===== config.mk =====
export PLATFORM = sky130hd
export DESIGN_NAME = vector_decode_top
export DESIGN_NICKNAME = d
export VERILOG_FILES = /design/src/rtl/vdec_pkg.sv /design/src/rtl/vuop_gen_if.sv /design/src/rtl/vopi_decode.sv /design/src/rtl/vopm_decode.sv /design/src/rtl/vuop_gen.sv /design/src/rtl/vector_decode.sv /design/src/rtl/vector_decode_top.sv
export SDC_FILE = /design/constraint.sdc
export NUM_CORES = 1
export LEC_CHECK = 0
export BUFFER_PORTS_ARGS = -buffer_cell sky130_fd_sc_hd__buf_2
export CAP_MARGIN = 20
export CORE_MARGIN = 10
export CORE_UTILIZATION = 49
export DETAILED_ROUTE_END_ITERATION = 16
export PLACE_DENSITY = 0.84
export SETUP_SLACK_MARGIN = 0.5
export SLEW_MARGIN = 25
export SYNTH_ARGS = -nofsm -noshare
export SYNTH_HDL_FRONTEND = slang
export SYNTH_SLANG_ARGS = --single-unit
export TNS_END_PERCENT = 20

===== constraint.sdc =====
create_clock -name CLK -period 6.6 [get_ports CLK]
set_input_delay 0.99 -clock CLK [delete_from_list [all_inputs] [get_ports CLK]]
set_output_delay 0.99 -clock CLK [all_outputs]
set_load 0.03 [all_outputs]

===== src/rtl/vdec_pkg.sv =====
// ~~~~~~~~~~~~~~~~~~~~~~~~~~~~~~
// Vector decode types: opcodes, formats, funct6 codes,
// element widths, unit sub-ops and the control record
// ~~~~~~~~~~~~~~~~~~~~~~~~~~~~~~
package vdec_pkg;

    // Major opcodes of the vector extension, AMO left out
    typedef enum logic [6:0] {
        VMOC_LOAD    = 7'b0000111,
        VMOC_STORE   = 7'b0100111,
        VMOC_ALU_CFG = 7'b1010111
    } vmajoropcode_t;

    // Arithmetic format in funct3
    typedef enum logic [2:0] {
        OPIVV, OPFVV, OPMVV, OPIVI, OPIVX, OPFVF, OPMVX, OPCFG
    } vfunct3_t;

    // Load/store addressing mode in instr[27:26]
    typedef enum logic [1:0] {
        MOP_UNIT, MOP_UINDEXED, MOP_STRIDED, MOP_OINDEXED
    } mop_t;

    // Memory element width field
    typedef enum logic [2:0] {
        WIDTH8  = 3'b000,
        WIDTH16 = 3'b101,
        WIDTH32 = 3'b110
    } width_t;

    typedef enum logic [1:0] {
        SEW8  = 2'd0,
        SEW16 = 2'd1,
        SEW32 = 2'd2
    } vsew_t;

    // OPI* funct6 codes
    typedef enum logic [5:0] {
        VADD    = 6'b000000, VSUB    = 6'b000010, VRSUB  = 6'b000011,
        VMINU   = 6'b000100, VMIN    = 6'b000101, VMAXU  = 6'b000110,
        VMAX    = 6'b000111, VAND    = 6'b001001, VOR    = 6'b001010,
        VXOR    = 6'b001011, VSLL    = 6'b100101, VSRL   = 6'b101000,
        VSRA    = 6'b101001, VNSRL   = 6'b101100, VNSRA  = 6'b101101,
        VNCLIPU = 6'b101110, VNCLIP  = 6'b101111
    } vopi_t;

    // OPM* funct6 codes
    typedef enum logic [5:0] {
        VREDSUM = 6'b000000, VREDAND   = 6'b000001, VREDOR = 6'b000010,
        VREDXOR = 6'b000011, VWXUNARY0 = 6'b010000, VMAND  = 6'b011001,
        VMOR    = 6'b011010, VMXOR     = 6'b011011, VMULHU = 6'b100100,
        VMUL    = 6'b100101, VMADD     = 6'b101001, VNMSUB = 6'b101011,
        VMACC   = 6'b101101, VNMSAC    = 6'b101111, VWADDU = 6'b110000,
        VWADD   = 6'b110001
    } vopm_t;

    typedef enum logic [2:0] {
        VFU_ALU, VFU_RED, VFU_MSK, VFU_MUL, VFU_PRM
    } vfu_t;

    // Sub-operations per unit, the multiplier reuses valuop for the accumulate sign
    typedef enum logic [3:0] {
        VALU_ADD, VALU_SUB, VALU_RSUB, VALU_MIN, VALU_MAX, VALU_AND,
        VALU_OR, VALU_XOR, VALU_SLL, VALU_SRL, VALU_SRA, VALU_NCLIP
    } valuop_t;

    typedef enum logic [1:0] {VRED_AND, VRED_OR, VRED_XOR, VRED_SUM} vredop_t;
    typedef enum logic [1:0] {VMSK_AND, VMSK_OR, VMSK_XOR} vmaskop_t;
    typedef enum logic [1:0] {VPRM_CPS, VPRM_SLU, VPRM_SLD, VPRM_GTR} vpermop_t;

    typedef struct packed {
        vfu_t     vfu;
        valuop_t  valuop;
        vredop_t  vredop;
        vmaskop_t vmaskop;
        vpermop_t vpermop;
        logic     vopunsigned;
    } vexec_t;

    typedef enum logic [1:0] {NOT_CFG, VSETVLI, VSETIVLI, VSETVL} vsetvl_t;
    typedef enum logic {RC_SCALAR, RC_VECTOR} regclass_t;

    typedef struct packed {
        regclass_t  regclass;
        logic [4:0] regidx;
    } regsel_t;

    // Micro-op fields sized for up to 8 lanes
    typedef struct packed {
        logic        vmask_en;
        vsetvl_t     vsetvl_type;
        logic [10:0] vtype_imm;
        logic        vkeepvl;
        regsel_t     vd_sel;
        regsel_t     vs1_sel;
        regsel_t     vs2_sel;
        logic        sregwen;
        logic        vregwen;
        logic        vxin1_use_imm;
        logic        vxin1_use_rs1;
        logic        vxin2_use_rs2;
        vsew_t       veew_src1;
        vsew_t       veew_src2;
        vsew_t       veew_dest;
        vexec_t      vexec;
        logic        vmemdren;
        logic        vmemdwen;
        logic        vunitstride;
        logic        vstrided;
        logic        vindexed;
        logic [5:0]  vuop_num;
        logic [3:0]  vbank_offset;
        logic [7:0]  vlaneactive;
    } vcontrol_t;

endpackage


===== src/rtl/vuop_gen_if.sv =====
// ~~~~~~~~~~~~~~~~~~~~~~~~~~~~~~
// Decoder to micro-op generator link
// ~~~~~~~~~~~~~~~~~~~~~~~~~~~~~~
`timescale 1ns/1ps

interface vuop_gen_if
    import vdec_pkg::*;
();
    // Request side, held steady while busy
    logic        gen;
    logic        stall;
    vsew_t       veew;
    logic [6:0]  vl;

    // Current micro-op
    logic [5:0]  vuop_num;
    logic [3:0]  vbank_offset;
    logic [2:0]  vreg_offset;
    logic [7:0]  vlane_active;
    logic        busy;

    modport decoder (
        output gen, stall, veew, vl,
        input  vuop_num, vbank_offset, vreg_offset, vlane_active, busy
    );

    modport generator (
        input  gen, stall, veew, vl,
        output vuop_num, vbank_offset, vreg_offset, vlane_active, busy
    );

endinterface


===== src/rtl/vopi_decode.sv =====
// ~~~~~~~~~~~~~~~~~~~~~~~~~~~~~~
// OPI* funct6 to execution controls
// ~~~~~~~~~~~~~~~~~~~~~~~~~~~~~~
`timescale 1ns/1ps

module vopi_decode
    import vdec_pkg::*;
(
    input  vopi_t  vopi,
    output vexec_t vexec,
    output logic   valid
);

    always_comb begin
        // Integer ALU unless the code says otherwise
        vexec.vfu         = VFU_ALU;
        vexec.valuop      = VALU_ADD;
        vexec.vredop      = VRED_AND;
        vexec.vmaskop     = VMSK_AND;
        vexec.vpermop     = VPRM_CPS;
        vexec.vopunsigned = 1'b0;
        valid             = 1'b1;

        case (vopi)
            VADD:  vexec.valuop = VALU_ADD;
            VSUB:  vexec.valuop = VALU_SUB;
            VRSUB: vexec.valuop = VALU_RSUB;
            VMINU: begin
                vexec.valuop      = VALU_MIN;
                vexec.vopunsigned = 1'b1;
            end
            VMIN:  vexec.valuop = VALU_MIN;
            VMAXU: begin
                vexec.valuop      = VALU_MAX;
                vexec.vopunsigned = 1'b1;
            end
            VMAX:  vexec.valuop = VALU_MAX;
            VAND:  vexec.valuop = VALU_AND;
            VOR:   vexec.valuop = VALU_OR;
            VXOR:  vexec.valuop = VALU_XOR;
            VSLL:  vexec.valuop = VALU_SLL;
            // Logical right shifts zero fill
            VSRL, VNSRL: begin
                vexec.valuop      = VALU_SRL;
                vexec.vopunsigned = 1'b1;
            end
            VSRA, VNSRA: vexec.valuop = VALU_SRA;
            VNCLIPU: begin
                vexec.valuop      = VALU_NCLIP;
                vexec.vopunsigned = 1'b1;
            end
            VNCLIP: vexec.valuop = VALU_NCLIP;
            default: valid = 1'b0;
        endcase
    end

endmodule


===== src/rtl/vopm_decode.sv =====
// ~~~~~~~~~~~~~~~~~~~~~~~~~~~~~~
// OPM* funct6 to execution controls
// ~~~~~~~~~~~~~~~~~~~~~~~~~~~~~~
`timescale 1ns/1ps

module vopm_decode
    import vdec_pkg::*;
(
    input  vopm_t  vopm,
    output vexec_t vexec,
    output logic   valid
);

    always_comb begin
        vexec.vfu         = VFU_ALU;
        vexec.valuop      = VALU_ADD;
        vexec.vredop      = VRED_AND;
        vexec.vmaskop     = VMSK_AND;
        vexec.vpermop     = VPRM_CPS;
        vexec.vopunsigned = 1'b0;
        valid             = 1'b1;

        case (vopm)
            // Reductions
            VREDSUM: begin
                vexec.vfu    = VFU_RED;
                vexec.vredop = VRED_SUM;
            end
            VREDAND: vexec.vfu = VFU_RED;
            VREDOR: begin
                vexec.vfu    = VFU_RED;
                vexec.vredop = VRED_OR;
            end
            VREDXOR: begin
                vexec.vfu    = VFU_RED;
                vexec.vredop = VRED_XOR;
            end
            // Mask logicals
            VMAND: vexec.vfu = VFU_MSK;
            VMOR: begin
                vexec.vfu     = VFU_MSK;
                vexec.vmaskop = VMSK_OR;
            end
            VMXOR: begin
                vexec.vfu     = VFU_MSK;
                vexec.vmaskop = VMSK_XOR;
            end
            // Element copy to a scalar register
            VWXUNARY0: vexec.vfu = VFU_PRM;
            // Multiplier, SUB marks the negated accumulate forms
            VMUL, VMACC, VMADD: vexec.vfu = VFU_MUL;
            VMULHU: begin
                vexec.vfu         = VFU_MUL;
                vexec.vopunsigned = 1'b1;
            end
            VNMSAC, VNMSUB: begin
                vexec.vfu    = VFU_MUL;
                vexec.valuop = VALU_SUB;
            end
            // Widening adds run on the ALU
            VWADDU: vexec.vopunsigned = 1'b1;
            VWADD:  vexec.valuop = VALU_ADD;
            default: valid = 1'b0;
        endcase
    end

endmodule


===== src/rtl/vuop_gen.sv =====
// ~~~~~~~~~~~~~~~~~~~~~~~~~~~~~~
// Micro-op sequencer: counter, offsets, lane mask
// ~~~~~~~~~~~~~~~~~~~~~~~~~~~~~~
`timescale 1ns/1ps

module vuop_gen
    import vdec_pkg::*;
#(
    parameter int VLEN      = 128,
    parameter int NUM_LANES = 2
) (
    input logic              CLK,
    input logic              rst_n,
    vuop_gen_if.generator    vug
);

    localparam int LANE_SHIFT = $clog2(NUM_LANES);
    localparam int VLEN_SHIFT = $clog2(VLEN);

    // Counter one bit wider than vuop_num so vl=127 with one lane fits
    logic [6:0] uop_cnt;
    logic [6:0] uop_total;
    logic [7:0] vl_round;
    logic [7:0] first_elem;
    logic [7:0] bank_elem;
    logic [3:0] epr_shift;
    logic       is_last;

    always_comb begin
        // ceil(vl / NUM_LANES), at least one micro-op
        vl_round  = {1'b0, vug.vl} + 8'(NUM_LANES - 1);
        uop_total = (vug.vl == '0) ? 7'd1 : 7'(vl_round >> LANE_SHIFT);
        is_last   = (uop_cnt == uop_total - 7'd1);

        // First element of this micro-op
        first_elem = {1'b0, uop_cnt} << LANE_SHIFT;

        // log2 of elements per register for the destination width
        epr_shift = 4'(VLEN_SHIFT - 3 - int'(vug.veew));
        bank_elem = first_elem & ((8'd1 << epr_shift) - 8'd1);

        vug.vuop_num     = uop_cnt[5:0];
        vug.vreg_offset  = 3'(first_elem >> epr_shift);
        vug.vbank_offset = 4'(bank_elem >> LANE_SHIFT);

        // Lanes past vl or past NUM_LANES stay idle
        for (int i = 0; i < 8; i++) begin
            vug.vlane_active[i] = (i < NUM_LANES) &&
                                  ((int'(first_elem) + i) < int'(vug.vl));
        end

        // Stall on the last micro-op keeps busy up so upstream waits for the advance
        vug.busy = vug.gen && (!is_last || vug.stall);
    end

    always_ff @(posedge CLK or negedge rst_n) begin
        if (!rst_n) begin
            uop_cnt <= '0;
        end else if (!vug.gen) begin
            uop_cnt <= '0;
        end else if (!vug.stall) begin
            // Wrap after the last micro-op
            if (is_last) begin
                uop_cnt <= '0;
            end else begin
                uop_cnt <= uop_cnt + 7'd1;
            end
        end
    end

    // Counter stays inside the micro-op count of the held instruction
    a_cnt_in_range: assert property (@(posedge CLK) disable iff (!rst_n)
        vug.gen |-> (uop_cnt < uop_total));

    // Upstream keeps gen up while the sequence is busy
    a_gen_held: assert property (@(posedge CLK) disable iff (!rst_n)
        vug.busy |=> vug.gen);

endmodule


===== src/rtl/vector_decode.sv =====
// ~~~~~~~~~~~~~~~~~~~~~~~~~~~~~~
// Vector instruction decode stage
// ~~~~~~~~~~~~~~~~~~~~~~~~~~~~~~
`timescale 1ns/1ps

module vector_decode
    import vdec_pkg::*;
#(
    parameter int VLEN      = 128,
    parameter int NUM_LANES = 2
) (
    input  logic        CLK,
    input  logic        rst_n,
    input  logic [31:0] instr,
    input  vsew_t       vsew,
    input  logic [6:0]  vl,
    input  logic        stall,
    output vcontrol_t   vcontrol,
    output logic        vvalid,
    output logic        vbusy
);

    logic [4:0] rd, rs1, rs2;
    logic [5:0] vfunct6;
    vfunct3_t   vfunct3;
    mop_t       mop;
    width_t     vmem_width;
    logic       is_load, is_store, is_alu, is_cfg;
    logic       vmeminstr, vunitstride, vstrided, vindexed;
    logic       vwidening, vnarrowing, sregwen;
    vsew_t      vmem_eew, twice_vsew, veew_dest;
    vexec_t     vexec_opi, vexec_opm;
    logic       vopi_valid, vopm_valid, vopi_ok, vopm_ok;
    logic [4:0] grp_off;

    vuop_gen_if vug ();

    // Fixed instruction fields
    assign rd         = instr[11:7];
    assign rs1        = instr[19:15];
    assign rs2        = instr[24:20];
    assign vfunct3    = vfunct3_t'(instr[14:12]);
    assign vmem_width = width_t'(instr[14:12]);
    assign vfunct6    = instr[31:26];
    assign mop        = mop_t'(instr[27:26]);

    // Major opcode class
    assign is_load  = (instr[6:0] == VMOC_LOAD);
    assign is_store = (instr[6:0] == VMOC_STORE);
    assign is_alu   = (instr[6:0] == VMOC_ALU_CFG);
    assign is_cfg   = is_alu && (vfunct3 == OPCFG);
    assign vvalid   = is_load || is_store || is_alu;

    // Addressing mode only counts for memory ops
    assign vmeminstr   = is_load || is_store;
    assign vunitstride = vmeminstr && (mop == MOP_UNIT);
    assign vstrided    = vmeminstr && (mop == MOP_STRIDED);
    assign vindexed    = vmeminstr && (mop == MOP_UINDEXED || mop == MOP_OINDEXED);

    // Operation decoders, qualified by the format here
    vopi_decode u_vopi (.vopi(vopi_t'(vfunct6)), .vexec(vexec_opi), .valid(vopi_valid));
    vopm_decode u_vopm (.vopm(vopm_t'(vfunct6)), .vexec(vexec_opm), .valid(vopm_valid));

    assign vopi_ok = vopi_valid && is_alu &&
                     (vfunct3 == OPIVV || vfunct3 == OPIVX || vfunct3 == OPIVI);
    assign vopm_ok = vopm_valid && is_alu && (vfunct3 == OPMVV || vfunct3 == OPMVX);

    // Scalar result for vset* and vmv.x.s class
    assign sregwen = is_cfg ||
                     (is_alu && vfunct3 == OPMVV && vfunct6 == VWXUNARY0);

    // Element widths
    assign vmem_eew   = (vmem_width == WIDTH8)  ? SEW8 :
                        (vmem_width == WIDTH16) ? SEW16 : SEW32;
    assign twice_vsew = (vsew == SEW8) ? SEW16 : SEW32;
    assign vwidening  = is_alu && !is_cfg && (vfunct6[5:4] == 2'b11);
    assign vnarrowing = vopi_ok && (vfunct6[5:2] == 4'b1011);

    // Indexed data follows vsew, strided data follows the width field
    assign veew_dest = (vunitstride || vstrided) ? vmem_eew :
                       vindexed                  ? vsew :
                       vwidening                 ? twice_vsew : vsew;

    // Micro-op generator
    assign vug.gen   = vvalid;
    assign vug.stall = stall;
    assign vug.veew  = veew_dest;
    assign vug.vl    = vl;
    assign vbusy     = vug.busy;
    assign grp_off   = {2'b00, vug.vreg_offset};

    vuop_gen #(.VLEN(VLEN), .NUM_LANES(NUM_LANES)) u_vuop_gen (
        .CLK   (CLK),
        .rst_n (rst_n),
        .vug   (vug)
    );

    always_comb begin
        vcontrol.vmask_en = !instr[25];

        // vset* class from the top two bits
        vcontrol.vsetvl_type = NOT_CFG;
        vcontrol.vtype_imm   = '0;
        vcontrol.vkeepvl     = 1'b0;
        if (is_cfg) begin
            casez (instr[31:30])
                2'b0?: begin
                    vcontrol.vsetvl_type = VSETVLI;
                    vcontrol.vtype_imm   = instr[30:20];
                    vcontrol.vkeepvl     = (rs1 == '0) && (rd == '0);
                end
                2'b11: begin
                    vcontrol.vsetvl_type = VSETIVLI;
                    vcontrol.vtype_imm   = {1'b0, instr[29:20]};
                end
                default: begin
                    vcontrol.vsetvl_type = VSETVL;
                    vcontrol.vkeepvl     = (rs1 == '0) && (rd == '0);
                end
            endcase
        end

        // Group offset steps through the register group, scalar rd stays put
        vcontrol.vd_sel.regclass  = sregwen ? RC_SCALAR : RC_VECTOR;
        vcontrol.vd_sel.regidx    = sregwen ? rd : rd + grp_off;
        // Stores carry vs3 in the rd field
        vcontrol.vs1_sel.regclass = RC_VECTOR;
        vcontrol.vs1_sel.regidx   = (is_store ? rd : rs1) + grp_off;
        vcontrol.vs2_sel.regclass = RC_VECTOR;
        vcontrol.vs2_sel.regidx   = rs2 + grp_off;

        vcontrol.sregwen = sregwen;
        vcontrol.vregwen = !sregwen && !is_store;

        // Operand selects
        vcontrol.vxin1_use_imm = is_alu && (vfunct3 == OPIVI);
        vcontrol.vxin1_use_rs1 = vmeminstr || (is_alu && (vfunct3 == OPIVX ||
                                 vfunct3 == OPFVF || vfunct3 == OPMVX));
        vcontrol.vxin2_use_rs2 = vmeminstr && !vindexed;

        // Indexed address offsets in vs2 use the width field
        vcontrol.veew_src1 = vsew;
        vcontrol.veew_src2 = vindexed   ? vmem_eew :
                             vnarrowing ? twice_vsew : vsew;
        vcontrol.veew_dest = veew_dest;

        // Memory address math is an unsigned ALU add
        vcontrol.vexec = vexec_opi;
        if (vopm_ok) begin
            vcontrol.vexec = vexec_opm;
        end else if (vmeminstr) begin
            vcontrol.vexec.vfu         = VFU_ALU;
            vcontrol.vexec.valuop      = VALU_ADD;
            vcontrol.vexec.vopunsigned = 1'b1;
        end

        vcontrol.vmemdren    = is_load;
        vcontrol.vmemdwen    = is_store;
        vcontrol.vunitstride = vunitstride;
        vcontrol.vstrided    = vstrided;
        vcontrol.vindexed    = vindexed;

        vcontrol.vuop_num     = vug.vuop_num;
        vcontrol.vbank_offset = vug.vbank_offset;
        vcontrol.vlaneactive  = vug.vlane_active;
    end

    // OPI, OPM and memory paths never claim the same instruction
    a_one_exec_src: assert property (@(posedge CLK) disable iff (!rst_n)
        vvalid |-> $onehot0({vopi_ok, vopm_ok, vmeminstr}));

endmodule


===== src/rtl/vector_decode_top.sv =====
// ~~~~~~~~~~~~~~~~~~~~~~~~~~~~~~
// Decode stage top level
// ~~~~~~~~~~~~~~~~~~~~~~~~~~~~~~
`timescale 1ns/1ps

module vector_decode_top
    import vdec_pkg::*;
#(
    parameter int VLEN      = 128,
    // One of 1, 2, 4 or 8
    parameter int NUM_LANES = 2
) (
    input  logic        CLK,
    input  logic        rst_n,
    input  logic [31:0] instr,
    input  vsew_t       vsew,
    input  logic [6:0]  vl,
    input  logic        stall,
    output vcontrol_t   vcontrol,
    output logic        vvalid,
    output logic        vbusy
);

    // Decode is combinational, the sequence counter is the only state
    vector_decode #(
        .VLEN      (VLEN),
        .NUM_LANES (NUM_LANES)
    ) u_vector_decode (
        .CLK      (CLK),
        .rst_n    (rst_n),
        .instr    (instr),
        .vsew     (vsew),
        .vl       (vl),
        .stall    (stall),
        .vcontrol (vcontrol),
        .vvalid   (vvalid),
        .vbusy    (vbusy)
    );

endmodule


==> tab_implementation.tex <==
\begin{tabular}{lr}
\hline
Metric & Value \\
\hline
\multicolumn{2}{l}{\textbf{Yosys}} \\
Ys async rst share & 100\% \\
Flop and latch count out of synthesis & 7 \\
Cell variety after synth & approximately 60 \\
Number of instances in the synthesized netlist & 376 \\
Share of synthesized area occupied by flip-flops and latches & under 10\% \\
Count of flip-flops with a built-in enable after synthesis & 0 \\
Post-synth top flop & dfrtp\_1 \\
Mapped Avg Cell Area & between 7 and 8 sq um \\
Yosys warns & 0 \\
Netlist Area Pre-Place & 0.00272 sq mm \\
\multicolumn{2}{l}{\textbf{Timing}} \\
Normalized max-slew margin & between 60 and 70\% \\
RSZ-0062 raised after global routing & no \\
Final critical-path required period & around 5.7 ns \\
Final hold slack & about 0.58 ns \\
Layout Skew & between 0.003 and 0.004 ns \\
Number of pins with negative max-slew slack in the final report & 0 \\
Min setup slack post-route & roughly 0.9 ns \\
Setup violators final & 0 \\
Final Cycle Share & between 80\% and 90\% \\
Count of final hold-check violations & 0 \\
Max Freq & about 180 MHz \\
Transition time at the pin with the least slew margin & approximately 0.53 ns \\
Total Neg Setup Slack & 0 ns \\
\multicolumn{2}{l}{\textbf{Route}} \\
Post-detailed-route DRC marker count & 0 \\
Per-cell via count in the routed design & roughly 5.6 \\
Pre-Repair DR Iteration Count & 4 \\
Via total after detailed routing & 3011 \\
Post-detailed-routing wire length & roughly 8500 microns \\
DR iter-0 viols & between 90 and 100 \\
Routed WL per cell & roughly 16 microns \\
Antenna Violating Nets Remaining & 0 \\
\multicolumn{2}{l}{\textbf{Hold path}} \\
Min-Delay Path Class & in2async \\
\multicolumn{2}{l}{\textbf{Placement}} \\
Post-detailed-placement half-perimeter wirelength & 7150 microns \\
Count of placed standard cells including taps & between 500 and 600 \\
Post-place setup slack & a little under 0.9 ns \\
Placer's final routability congestion estimate & between 0.8 and 0.9 \\
Number of port buffers & approximately 120 \\
\multicolumn{2}{l}{\textbf{GRT}} \\
Via count of the first global-routing pass & 2978 \\
Global-route usage over all layers & 18.0\% \\
Wire length of the first global-routing pass & approximately 14000 microns \\
Pin count of the biggest net entering global routing & 21 \\
Global route total overflow & 0 \\
Antenna violations before repair & 0 \\
\multicolumn{2}{l}{\textbf{Floorplanning}} \\
Horizontal die dimension & $\sim$94 microns \\
Die Footprint & 0.00892 sq mm \\
Floorplan core area & $\sim$0.0054 sq mm \\
Top Ports & 127 \\
Total number of placement rows & 27 \\
Initial Utilization & $\sim$50\% \\
Die H & 94.5 microns \\
\multicolumn{2}{l}{\textbf{CTS}} \\
Cell at the root of the clock tree & clkbuf\_8 \\
Clock buffer depth & 2 \\
CTS resizes & 0 \\
Num Clock Sinks & 7 \\
TritonCTS clock tree & done \\
Post-CTS Setup Bufs & 0 \\
Clock-pin slew reported for the worst setup and hold paths after clock tree synthesis & roughly 0.04 ns \\
H-tree levels & 1 \\
Clock buffer count from CTS & 3 \\
Hold-fix buffer count after cts & 0 \\
Clock Latency Late Sink & 0.23 ns \\
\multicolumn{2}{l}{\textbf{Finish}} \\
Register with the most flip-flops & u\_vector\_decode.u\_vuop\_gen.uop\_cnt \\
NumNets Final & 535 \\
Fraction of layout instances using a drive strength above 1 & 30.2\% \\
Count of inserted antenna diode cells & 0 \\
Fillers & between 500 and 600 \\
Largest registers ranked by flip-flop count & u\_vector\_decode.u\_vuop\_gen.uop\_cnt (7) \\
Flip-flop count of the largest register, all copies and words added & 7 \\
Area growth from synthesis to layout & 17.8\% \\
Count of non-filler cells in the finished layout & about 540 \\
\multicolumn{2}{l}{\textbf{Setup path}} \\
Worst endpoint required time & between 5 and 6 ns \\
Register-to-Register Path Depth & 6 \\
Critical Path Start Type & input port \\
Nature of the critical path endpoint & output pin \\
Largest fanout on the critical path & 12 \\
Crit Path Category & in2out \\
Data arrival time of the worst path & roughly 4.7 ns \\
\multicolumn{2}{l}{\textbf{Pwr}} \\
Highest ir drop seen on vdd & about 0.083 mV \\
Leakage Power & $\sim$1.7 nW \\
Total design power & between 0.0002 and 0.0003 W \\
Total power per unit cell area & between 80 and 90 mW/mm\^{}2 \\
\multicolumn{2}{l}{\textbf{Run status}} \\
Outcome & complete, no violations \\
\multicolumn{2}{l}{\textbf{Flow run}} \\
Total of max-cap violations & 0 \\
\hline
\end{tabular}
[where the power goes]
part           total [W]  switching (W)  leakage, nW  internal (W)
clock          0.0000614      0.0000196       0.0228     0.0000419
sequential     0.0000433    0.000000114       0.0978     0.0000432
combinational   0.000173       0.000113         1.59     0.0000602
total           0.000278       0.000133         1.71      0.000145
[synthesized netlist by cell type (2+ instances only)]
library cell  count  share of area [%]
o21ai_0          14                2.6
ha_1             24                 11
o31ai_1           2               0.55
buf_6             3                1.2
a21o_1            6                1.7
o21a_1            5                1.4
buf_1             2               0.28
mux2i_1           9                3.3
and3_1            7                1.6
nand2_1          26                3.6
buf_4            24                6.6
a31oi_1           4               0.92
nand3_1          14                2.6
or2_2             2               0.46
buf_2             2               0.37
nor2b_1           6                1.4
dfrtp_1           7                6.4
a211oi_1          4                1.1
or3_1             4               0.92
clkbuf_1         12                1.7
nand4_1           5                1.2
xnor2_1          17                5.5
conb_1            2               0.28
mux2_4            2                1.1
xor2_1           15                4.8
and2_1           13                3.0
a21boi_0          2               0.55
nand3b_1          4                1.1
a221oi_1          2               0.64
fa_1              3                2.2
nand2b_1          7                1.6
mux2_2            6                2.5
nor3_1           14                2.6
nor4_1            7                1.6
nor2_1           33                4.6
and3b_1           2               0.64
a21oi_1          19                3.5
or4_1             4                1.1
inv_1            21                2.9
o41ai_2           2                1.2
[per-stage QoR]
stage | area, sq um | util, %
floorplan | 2750 | -
global placement | 3160 | 58.0
detailed placement | 3160 | 58.0
CTS | 3200 | 58.8
global route | 3200 | 58.8
finish | 3200 | 58.8
[cell families after synthesis]
family | synth area share [%]
mux | 7.74
simple gates | 31.3
buf+inv | 13.2
fa+ha+maj | 13.3
compound gates | 17.5
flops | 6.45
other cells | 0.276
xor+xnor | 10.3
[placed cells by master, fill, tap and decap left out, drive strengths merged, types with 8 or more instances in the layout]
cell type / count
a21oi: 19
and2: 14
buf: 118
conb: 10
ha: 24
inv: 21
mux2: 8
mux2i: 9
nand2: 26
nand3: 14
nor2: 34
nor3: 14
nor4: 8
o21ai: 14
xnor2: 17
xor2: 15
[per-layer routing]
metal / vias up / share of wire [%] / global-route usage [%]
li1: 1466 / - / -
met1: 1403 / 37 / 20.5
met2: 121 / 51 / 32.6
met3: 21 / 8.8 / 4.36
met4: 0 / 2.8 / 5.11
met5: - / 0 / 0
[worst paths after layout]
| path | slack [ns] | start | endpoint |
|---|---|---|---|
| setup / recovery | 0.90 | instr[3] | vcontrol[58] |
| hold / removal | 0.58 | rst_n | u_vector_decode.u_vuop_gen.uop_cnt[5] |
| setup reg to reg | 4.28 | u_vector_decode.u_vuop_gen.uop_cnt[6] | u_vector_decode.u_vuop_gen.uop_cnt[2] |
| hold reg to reg | 0.67 | u_vector_decode.u_vuop_gen.uop_cnt[0] | u_vector_decode.u_vuop_gen.uop_cnt[0] |
| max in group asynchronous | 5.86 | rst_n | u_vector_decode.u_vuop_gen.uop_cnt[0] |
| min in group CLK | 0.67 | u_vector_decode.u_vuop_gen.uop_cnt[0] | u_vector_decode.u_vuop_gen.uop_cnt[0] |
[area by class of cell]
class / instances / area (sq um) / share of cell area [%]
tap: 72 / 90.1 / 2.81
sequential: 7 / 175 / 5.47
multi-input combinational: 312 / 2210 / 69.1
inverter: 22 / 82.6 / 2.58
clock buffer: 4 / 45.0 / 1.41
timing repair buffer: 118 / 596 / 18.6
[worst max-delay path, stage by stage]
cell and delay (ns):
buf_2 0.10, nand4b_4 0.19, or3_1 0.48, nor2_8 0.16, mux2i_1 0.19, buf_4 0.22, inv_1 0.11, ha_1 0.40
nand2_1 0.07, o221a_2 0.28, a221o_1 0.29, fa_1 0.46, nor2b_1 0.14, o21ai_0 0.11, xnor2_1 0.15, nand2_1 0.06
o21ai_1 0.08, buf_2 0.22
Power figures use the tool's default switching activity.
